## config.mk

```make
export PLATFORM = sky130hd
export DESIGN_NAME = main_control
export DESIGN_NICKNAME = d
export VERILOG_FILES = /design/src/verilog/mips_pkg.sv /design/src/verilog/main_control.sv
export SDC_FILE = /design/constraint.sdc
export NUM_CORES = 1
export LEC_CHECK = 0
export ABC_AREA = 0
export BUFFER_PORTS_ARGS = -buffer_cell sky130_fd_sc_hd__buf_4
export CORE_AREA = 2 2 39 41
export DETAILED_ROUTE_END_ITERATION = 8
export DIE_AREA = 0 0 41 43
export GPL_TIMING_DRIVEN = 0
export PLACE_DENSITY_LB_ADDON = 0.05
export SLEW_MARGIN = 10
export SYNTH_ARGS = -nofsm -noshare
export SYNTH_HDL_FRONTEND = slang
export SYNTH_SLANG_ARGS = --single-unit
```

## constraint.sdc

```tcl
create_clock -name vclk -period 1.9
set_input_delay 0.475 -clock vclk [all_inputs]
set_output_delay 0.475 -clock vclk [all_outputs]
set_load 0.005 [all_outputs]
```

## src/verilog/mips_pkg.sv

```systemverilog
//////////////////////////////
// Encodings and control groups for the single-cycle MIPS32 subset
// Loads and stores are matched by opcode[5:3] only, not listed here
//////////////////////////////
package mips_pkg;

  // Data path width
  localparam int XLEN = 32;

  // Supported opcodes
  typedef enum logic [5:0] {
    OP_RTYPE = 6'b000000,
    OP_BEQ   = 6'b000100,
    OP_BNE   = 6'b000101,
    OP_ADDI  = 6'b001000,
    OP_ADDIU = 6'b001001,
    OP_ANDI  = 6'b001100,
    OP_ORI   = 6'b001101,
    OP_XORI  = 6'b001110
  } opcode_t;

  // R-type function field
  typedef enum logic [5:0] {
    FN_ADD  = 6'b100000,
    FN_ADDU = 6'b100001,
    FN_SUB  = 6'b100010,
    FN_SUBU = 6'b100011,
    FN_AND  = 6'b100100,
    FN_OR   = 6'b100101,
    FN_XOR  = 6'b100110,
    FN_SLT  = 6'b101010
  } funct_t;

  // Operation class from the main decoder
  typedef enum logic [1:0] {
    ALUOP_ADD   = 2'b00,
    ALUOP_SUB   = 2'b01,
    ALUOP_FUNCT = 2'b10,
    ALUOP_LOGI  = 2'b11
  } aluop_t;

  // Operation actually run by the ALU
  typedef enum logic [2:0] {
    ALU_ADD = 3'd0,
    ALU_SUB = 3'd1,
    ALU_AND = 3'd2,
    ALU_OR  = 3'd3,
    ALU_XOR = 3'd4,
    ALU_SLT = 3'd5
  } alu_sel_t;

  //////////////////////////////
  // Control groups
  //////////////////////////////

  // Write-back stage, 2 bits
  typedef struct packed {
    logic memtoreg;
    logic regwrite;
  } wb_ctrl_t;

  // Memory stage, 4 bits
  typedef struct packed {
    logic memread;
    logic memwrite;
    logic branch;
    // Flips the branch test for bne
    logic branch_ne;
  } mem_ctrl_t;

  // Execute stage, 5 bits
  typedef struct packed {
    logic   regdst;
    logic   alusrc;
    // Zero-extend immediate for andi, ori, xori
    logic   zero_ext;
    aluop_t aluop;
  } ex_ctrl_t;

  // Full decoder output, 11 bits
  typedef struct packed {
    wb_ctrl_t  wb;
    mem_ctrl_t mem;
    ex_ctrl_t  ex;
  } ctrl_t;

endpackage

```

## src/verilog/main_control.sv

```systemverilog
//////////////////////////////
// Main decoder, opcode to grouped control bits
// Every unlisted opcode (011xxx too) gives an all-zero nop
//////////////////////////////
`timescale 1ns/1ps

module main_control import mips_pkg::*; (
  input  opcode_t i_opcode,
  output ctrl_t   o_ctrl
);

  always_comb begin
    // Default is a nop, nothing written, no branch
    o_ctrl = '0;
    casez (i_opcode)
      //////////////////////////////
      // Arithmetic and R-type
      //////////////////////////////
      OP_RTYPE: begin
        o_ctrl.wb.regwrite = 1'b1;
        o_ctrl.ex.regdst   = 1'b1;
        o_ctrl.ex.aluop    = ALUOP_FUNCT;
      end
      // addi and addiu share one path, no overflow trap
      OP_ADDI, OP_ADDIU: begin
        o_ctrl.wb.regwrite = 1'b1;
        o_ctrl.ex.alusrc   = 1'b1;
        o_ctrl.ex.aluop    = ALUOP_ADD;
      end
      // Logical immediates
      OP_ANDI, OP_ORI, OP_XORI: begin
        o_ctrl.wb.regwrite = 1'b1;
        o_ctrl.ex.alusrc   = 1'b1;
        o_ctrl.ex.zero_ext = 1'b1;
        o_ctrl.ex.aluop    = ALUOP_LOGI;
      end
      //////////////////////////////
      // Memory access
      //////////////////////////////
      // Whole load group handled as lw
      6'b100???: begin
        o_ctrl.wb.memtoreg = 1'b1;
        o_ctrl.wb.regwrite = 1'b1;
        o_ctrl.mem.memread = 1'b1;
        o_ctrl.ex.alusrc   = 1'b1;
        o_ctrl.ex.aluop    = ALUOP_ADD;
      end
      // Whole store group handled as sw, wb group stays clear
      6'b101???: begin
        o_ctrl.mem.memwrite = 1'b1;
        o_ctrl.ex.alusrc    = 1'b1;
        o_ctrl.ex.aluop     = ALUOP_ADD;
      end
      //////////////////////////////
      // Branches
      //////////////////////////////
      // Compare by subtraction, zero flag decides
      OP_BEQ: begin
        o_ctrl.mem.branch = 1'b1;
        o_ctrl.ex.aluop   = ALUOP_SUB;
      end
      OP_BNE: begin
        o_ctrl.mem.branch    = 1'b1;
        o_ctrl.mem.branch_ne = 1'b1;
        o_ctrl.ex.aluop      = ALUOP_SUB;
      end
      default: begin
        o_ctrl = '0;
      end
    endcase
  end

endmodule

```

[Yosys cells after proc, flatten, opt, wreduce, memory -nomap -nowiden]
Cells that the tools add are included.
Storage, ports and cells
  register bits: 0
  latch bits: 0
  bits in writable memories: 0
  memory bits (read-only): 0
  bits of input ports: 6
  output and inout bits: 11
  logic and storage cells: 23
  memories kept: 0
Operators by class
  add/sub/neg operators: 0
  multipliers: 0
  div/mod/pow operators: 0
  magnitude comparators: 0
  equality and inequality tests: 9
  shifts and indexed selects: 0
  muxes and demuxes: 9
  bitwise logic cells: 0
  reductions and logical operators: 5
Operators with widths (number)
  $eq A6 B4 Y1 const B: 5
  $reduce_or A7 Y1: 2
  $eq A6 B3 Y1 const B: 2
  $mux W1: 8
  $eq A3 B3 Y1 const B: 2
  $logic_not A6 Y1: 1
  $pmux W2 S3: 1
  $reduce_or A3 Y1: 1
  $reduce_or A2 Y1: 1

[Longest topological paths before layout]
Gate-level depths: netlist (run 1).
  word-level depth: 3
  mapped depth: 4
  depth with buffers taken out: 3

[Least setup slack after synthesis (run 1)]
Ideal clock, no wire load.
  path kind: input port to output port
  start point: in i_opcode[5]
  end point: out o_ctrl[5] (netlist name)
  arrival: 1068 ps
  data required time: 1425 ps
  slack: 357 ps
  stages on the path: 4
  buffers on the path: 1
  path through: buf_6 -> nor3_2 -> and3b_1 -> and2_1
RTL lines
  start, declared: line main_control.sv:8  | input opcode_t i_opcode,
  end, declared: line main_control.sv:9  | output ctrl_t o_ctrl

==> flow_metrics.tcl, run 1 <==
set metrics [dict create \
    boundaryPins 17 \
    end_kind "output pin" \
    cap_viol_max_count 0 \
    cp_max_fo 5 \
    yosys-top-cells-area "nor3_1 9.5%, nor3b_1 9.5%, buf_6 7.1%" \
    cp_cell_sequence "buf_4 -> nor3_1 -> nor3_1 -> a211oi_1 -> buf_4" \
    dpl.hpwl_um 432 \
    hp-class "input pin to output pin" \
    grt_use_total_pct 5.69 \
    postSynthAreaPerCell_um2 6.31 \
    ant_nets 0 \
    cp_num_buf_inv 2 \
    cellLeakagePower_nw 0.155 \
    synth_cell_types 20 \
    slew_violations 0 \
    synthesis.instances 25 \
    vias 222 \
    initial_core_util_pct 11.4 \
    diodes 0 \
    status "finished clean" \
    die_h_um 43 \
    period_share_pct 94.8 \
    slew_headroom_pct 82.6 \
    clock.fmax_mhz 555 \
    ctsResizeCount 0 \
    layout_min_cycle_time_ns 1.80 \
    rsz0062_at_grt "no" \
    wl_per_cell_um 9.52 \
    ys_warn_count 0 \
    register_area_um2 0 \
    place.gp.congestion 0.681 \
    num-nets-final 48 \
    hold_viol 0 \
    setup_total_negative_slack_ns 0 \
    die_x_um 41 \
    synth_seq_area_share_pct 0 \
    grt_pass1_wl_um 759 \
    port_buffers 15 \
    firstDrtPassIters 1 \
    dpl_cell_area_um2 290 \
    slowest_stage "nor3_1" \
    netlist_area_um2 158 \
    clkbuf_count 0 \
    crit_type "input pin to output pin" \
    grt_max_degree 10 \
    layout-drive-gt1-share_pct 50.0 \
    nFillCells 169 \
    ctsHoldBuffers 0 \
    area_delta_synth_final_pct 84.1 \
    grt_pass1_vias 203 \
    seq_cells 0 \
    yosysTopAreaCell "nor3_1" \
    syn_nets 31 \
    arrival_ns 1.33 \
    drt_iter0_markers 0 \
    critPathMaxStageDelay_ns 0.26 \
    synth_top_area_share_pct 9.52 \
    antenna_found_initial 0 \
    drc 0 \
    crit_family "simple AND/OR/NAND/NOR gates" \
    totalWireLength_um 533 \
    die_area_um2 1760 \
    finalSetupViolCount 0 \
    core-area_um2 1380 \
    multi_input_area_um2 126 \
    ir_drop_mv 0.0459 \
    viasPerCell 3.96 \
    cp-start-kind "input pin" \
    grt.overflow.total 0 \
    fin_util_pct 21.0 \
    cts_setup_buffers 0 \
    cp.required_ns 1.42 \
    fin_area_um2 290 \
    fp-row-count 14 \
    powerDensity_nw_per_um2 168 \
    worst_pin_slew_ns 0.259 \
]
-- where the power goes --
part | leakage, nW | total (mW) | switching (mW) | internal (mW)
Combinational | 0.155 | 0.0487 | 0.0217 | 0.0271
Sequential | 0 | 0 | 0 | 0
Clock | 0 | 0 | 0 | 0
Total | 0.155 | 0.0487 | 0.0217 | 0.0271
-- metrics by stage --
step / hold slack (ns) / std cells / total power, mW / setup slack, ns
after floorplan: 0.991 / 25 / 0.0232 / 0.357
after global placement: 1.24 / 56 / 0.0494 / 0.0984
after CTS: 1.25 / 56 / 0.0497 / 0.107
final: 1.24 / 56 / 0.0487 / 0.0997
after detailed placement: 1.24 / 56 / 0.0493 / 0.129
after global routing: 1.26 / 56 / 0.0526 / 0.0478
-- cell type report --
cell class / instances / area share, %
multi-input combinational: 20 / 43.5
timing repair buffer: 15 / 38.8
inverter: 2 / 2.59
tap: 16 / 6.90
buffer: 3 / 8.19
-- cell usage in the layout, fill, tap and decap left out, drive strengths merged, types with 2 or more instances in the layout --
master  count
nor3b       2
inv         2
buf        17
nor3        4
nand2       2
-- layer usage --
metal / track usage, % / vias to the layer above / share of wire [%]
met4: 0 / 0 / 0
met2: 9.69 / 8 / 50
met5: 0 / - / 0
met1: 7.91 / 96 / 43
li1: - / 118 / -
met3: 0.524 / 0 / 7.5
-- worst paths after layout --
| check | from | endpoint | slack (ns) | cells after the start |
|---|---|---|---|---|
| min | i_opcode[5] | o_ctrl[2] | 1.24 | 3 |
| max | i_opcode[2] | o_ctrl[9] | 0.1 | 5 |
-- cell families (layout without fill, tap and decap cells) --
kind of cell	count (synthesis)	in the layout	share of synthesized area (%)
AOI/OAI and AO/OA	6	6	27.0
and+or+nand+nor	14	14	53.2
buffers and inverters	5	20	19.8
-- Yosys cell counts, drive strengths merged --
cell,number
a211oi,1
a21o,1
a21oi,1
and2,1
and3,1
and3b,1
buf,2
clkbuf,1
inv,2
nand2,2
nand2b,1
nand3,1
nor2,1
nor3,4
nor3b,2
o21ai,1
o21ba,1
o31ai,1
(Power assumes the default switching activity.)
==> inputs of run 2 (changes only) <==
--- a/config.mk
+++ b/config.mk
@@ -12,6 +12,8 @@
 export DIE_AREA = 0 0 41 43
 export GPL_TIMING_DRIVEN = 0
 export PLACE_DENSITY_LB_ADDON = 0.05
+export RECOVER_POWER = 25
+export REMOVE_ABC_BUFFERS = 1
 export SLEW_MARGIN = 10
 export SYNTH_ARGS = -nofsm -noshare
 export SYNTH_HDL_FRONTEND = slang
==> run 2 against run 1 <==
Cell area down 3.0%. Power down 1.9%. Count of clock-buffer cells in the layout unchanged. Routed wire length up 10%. Flip-flop and latch count unchanged. Utilization down 0.63 points. Critical path type unchanged. Maximum frequency up 0.49%. Combinational power down 2%. Global-route usage up 0.80 points.
==> flow_metrics.tcl, run 2 (synthesis results as in run 1) <==
set metrics [dict create \
    status "finished clean" \
    diodes 0 \
    hold-worst-slack_ns 1.26 \
    cellLeakagePower_nw 0.148 \
    worst_pin_slew_ns 0.261 \
    ctsHoldBuffers 0 \
    ant_nets 0 \
    slew_violations 0 \
    placed_cells 55 \
    area_delta_synth_final_pct 78.6 \
    dr_wl_met2_um 257 \
    dpl_cell_area_um2 282 \
    num-nets-final 47 \
    cap_viol_max_count 0 \
    seq_cells 0 \
    fin_area_um2 282 \
    die_x_um 41 \
    post-place-ws_ns 0.0983 \
    powerDensity_nw_per_um2 170 \
    min_path_cells 3 \
    grt_max_degree 10 \
    clock.fmax_mhz 558 \
    critPathMaxStageDelay_ns 0.26 \
    layout_common_cells "16 x buf_4, 3 x nor3_1, 2 x nand2_1, 2 x inv_1, 2 x nor3b_1" \
    crit_type "input pin to output pin" \
    stdcell_count 55 \
    grt.overflow.total 0 \
    setup_total_negative_slack_ns 0 \
    port_buffers 17 \
    vias 225 \
    slowest_stage "nor3_1" \
    layout_min_cycle_time_ns 1.79 \
    whs_endpoint "o_ctrl[8]" \
    ir_drop_mv 0.0330 \
    viasPerCell 4.09 \
    cp.required_ns 1.42 \
    cp_cell_sequence "buf_4 -> nor3_1 -> nor3_1 -> a211oi_1 -> buf_4" \
    initial_core_util_pct 11.4 \
    cp_max_fo 5 \
    die_area_um2 1760 \
    nFillCells 164 \
    grt_pass1_wl_um 855 \
    cts_setup_buffers 0 \
    final_common_cell "buf_4" \
    firstDrtPassIters 2 \
    clkbuf_count 0 \
    hp-class "input pin to output pin" \
    boundaryPins 17 \
    grt_use_total_pct 6.49 \
    rsz0062_at_grt "no" \
    register_area_um2 0 \
    arrival_ns 1.32 \
    slew_headroom_pct 82.4 \
    grt_pass1_vias 200 \
    place.gp.congestion 0.697 \
    layout-drive-gt1-share_pct 48.7 \
    min_from "i_opcode[3]" \
    m1WireLength_um 289 \
    setup_slack_ns 0.108 \
    period_share_pct 94.3 \
    finalSetupViolCount 0 \
    wl_per_cell_um 10.7 \
    antenna_found_initial 0 \
    top_layer "met3" \
    totalWireLength_um 587 \
    fp-row-count 14 \
    cp-start-kind "input pin" \
    ctsResizeCount 0 \
    die_h_um 43 \
    end_kind "output pin" \
    core-area_um2 1380 \
    wl_met3_um 41 \
    drc 0 \
    hold_viol 0 \
    drt_iter0_markers 1 \
]
## run 2: final cells by class
class	instances	area, um^2	share of cell area (%)
Timing Repair Buffer	17	128	45.3
Multi-Input combinational cell	20	126	44.9
Tap cell	16	20.0	7.11
Inverter	2	7.51	2.67
## run 2: worst max-delay path by stage
stage                 from        end  slack [ns]  cells after the start
2_1_floorplan  i_opcode[0]  o_ctrl[9]        0.39                      3
3_3_place_gp   i_opcode[2]  o_ctrl[9]        0.10                      5
3_5_place_dp   i_opcode[2]  o_ctrl[9]         0.1                      5
4_1_cts        i_opcode[2]  o_ctrl[9]        0.10                      5
5_1_grt        i_opcode[2]  o_ctrl[9]        0.05                      5
6_report       i_opcode[2]  o_ctrl[9]        0.11                      5
## run 2: worst max-delay path, delay by kind of cell
family                 cells  cell delay, ns
AO/OA/AOI/OAI              1            0.22
buffers and inverters      2            0.28
AND/OR/NAND/NOR            2            0.34
## run 2: per-stage QoR
stage               power [mW]  util (%)
finish                  0.0478      20.3
global route            0.0532      20.3
CTS                     0.0491      20.3
detailed placement      0.0488      20.3
global placement        0.0493      20.3
floorplan               0.0157         -
## run 2: layer usage
| metal | vias to the layer above | track usage [%] |
|---|---|---|
| li1 | 115 | - |
| met1 | 99 | 10.1 |
| met2 | 11 | 10.3 |
| met3 | 0 | 0 |
| met4 | 0 | 0 |
| met5 | - | 0 |
## run 2: power breakdown
group	internal (mW)	total (mW)	switching (mW)
Combinational	0.0260	0.0478	0.0218
Sequential	0	0	0
Clock	0	0	0
Total	0.0260	0.0478	0.0218
==> inputs of run 3 (changes only) <==
--- a/config.mk
+++ b/config.mk
@@ -10,10 +10,11 @@
 export CORE_AREA = 2 2 39 41
 export DETAILED_ROUTE_END_ITERATION = 8
 export DIE_AREA = 0 0 41 43
-export GPL_TIMING_DRIVEN = 0
+export GPL_TIMING_DRIVEN = 1
 export PLACE_DENSITY_LB_ADDON = 0.05
 export RECOVER_POWER = 25
 export REMOVE_ABC_BUFFERS = 1
+export SETUP_SLACK_MARGIN = 0.3
 export SLEW_MARGIN = 10
 export SYNTH_ARGS = -nofsm -noshare
 export SYNTH_HDL_FRONTEND = slang
==> run 3 against run 2 <==
Cell count up 5.5%. Non-clock buffer count up 3. Critical path depth unchanged. Largest cell class unchanged. Largest power group unchanged.
==> flow_metrics.tcl, run 3 (synthesis results as in run 1) <==
set metrics [dict create \
    initial_core_util_pct 11.4 \
    finalSetupViolCount 0 \
    wl_per_cell_um 11.9 \
    boundaryPins 17 \
    slew_headroom_pct 83.2 \
    core-area_um2 1380 \
    cp-start-kind "input pin" \
    setup_slack_ns 0.236 \
    firstDrtPassIters 2 \
    critPathMaxStageDelay_ns 0.17 \
    post-place-ws_ns 0.103 \
    totalWireLength_um 690 \
    placed_cells 55 \
    clkPwrFrac_pct 0 \
    seq_cells 0 \
    ir_drop_mv 0.0515 \
    layout_min_cycle_time_ns 1.66 \
    crit_type "input pin to output pin" \
    die_h_um 43 \
    drt_iter0_markers 2 \
    die_area_um2 1760 \
    register_area_um2 0 \
    setup_total_negative_slack_ns 0 \
    cap_viol_max_count 0 \
    intPower_mw 0.0399 \
    hold_viol 0 \
    cp_max_fo 5 \
    place.gp.congestion 0.653 \
    cellLeakagePower_nw 0.187 \
    cp_cell_sequence "buf_8 -> nand2b_4 -> a21o_1 -> a211oi_2 -> buf_4" \
    worst_pin_slew_ns 0.252 \
    arrival_ns 1.19 \
    slew_violations 0 \
    grt_use_total_pct 7.62 \
    status "finished clean" \
    ant_nets 0 \
    final_common_cell "buf_4" \
    num-nets-final 50 \
    rsz0062_at_grt "yes" \
    clkbuf_count 0 \
    power_switching_mw 0.0300 \
    cp.required_ns 1.42 \
    drc 0 \
    stdcell_count 58 \
    hp-class "input pin to output pin" \
    die_x_um 41 \
    vias 251 \
    dpl.hpwl_um 485 \
    slowest_stage "a211oi_2" \
    grt_pass1_wl_um 1010 \
    grt_pass1_vias 232 \
    powerDensity_nw_per_um2 185 \
    fp-row-count 14 \
    grt_max_degree 10 \
    ctsHoldBuffers 0 \
    period_share_pct 87.6 \
    viasPerCell 4.33 \
    p_comb_share_pct 100.0 \
    end_kind "output pin" \
    grt.overflow.total 0 \
    area_delta_synth_final_pct 140 \
    antenna_found_initial 0 \
    p_sw_share_pct 42.9 \
    clock.fmax_mhz 601 \
    power_frac_seq_pct 0 \
    port_buffers 17 \
    diodes 0 \
    layout-drive-gt1-share_pct 66.7 \
]
run 3: layout make-up:
| type | instances | area, um^2 |
|---|---|---|
| multi-input combinational | 20 | 171 |
| tap | 16 | 20.0 |
| inverter | 2 | 7.51 |
| timing repair buffer | 20 | 179 |
| fill | 171 | 1010 |
run 3: repair_timing:
action	CTS	global route
endpoints found under the setup margin	4	8
gates resized for setup	12	7
pin swaps	6	4
setup buffers	2	1
run 3: critical path: cells and delay by family:
family | cells | cell delay (ns)
buffers and inverters | 2 | 0.25
AOI/OAI and AO/OA | 2 | 0.33
and+or+nand+nor | 1 | 0.13
run 3: metal layers:
metal | GRT usage (%) | up-vias | part of all wire [%]
li1 | - | 123 | -
met1 | 10.2 | 117 | 39
met2 | 13.4 | 11 | 51
met3 | 0.524 | 0 | 10
met4 | 0 | 0 | 0
met5 | 0 | - | 0
run 3: final timing paths:
| check | from | to | slack [ns] | cells after the start |
|---|---|---|---|---|
| setup / recovery | i_opcode[0] | o_ctrl[9] | 0.24 | 5 |
| hold / removal | i_opcode[0] | o_ctrl[5] | 1.26 | 3 |
run 3: power groups by stage:
stage               Clock [mW]  Combinational [mW]  Sequential (mW)
floorplan                    0              0.0157                0
global placement             0              0.0494                0
detailed placement           0              0.0485                0
CTS                          0              0.0650                0
global route                 0              0.0755                0
finish                       0              0.0699                0
run 3: stage by stage:
stage / total power [mW] / area (um^2) / util [%] / hold slack, ns
3_3_place_gp: 0.0494 / 282 / 20.3 / 1.27
5_1_grt: 0.0755 / 378 / 27.3 / 1.28
3_5_place_dp: 0.0485 / 282 / 20.3 / 1.26
2_1_floorplan: 0.0157 / 134 / - / 0.980
6_report: 0.0699 / 378 / 27.3 / 1.26
4_1_cts: 0.0650 / 355 / 25.7 / 1.26
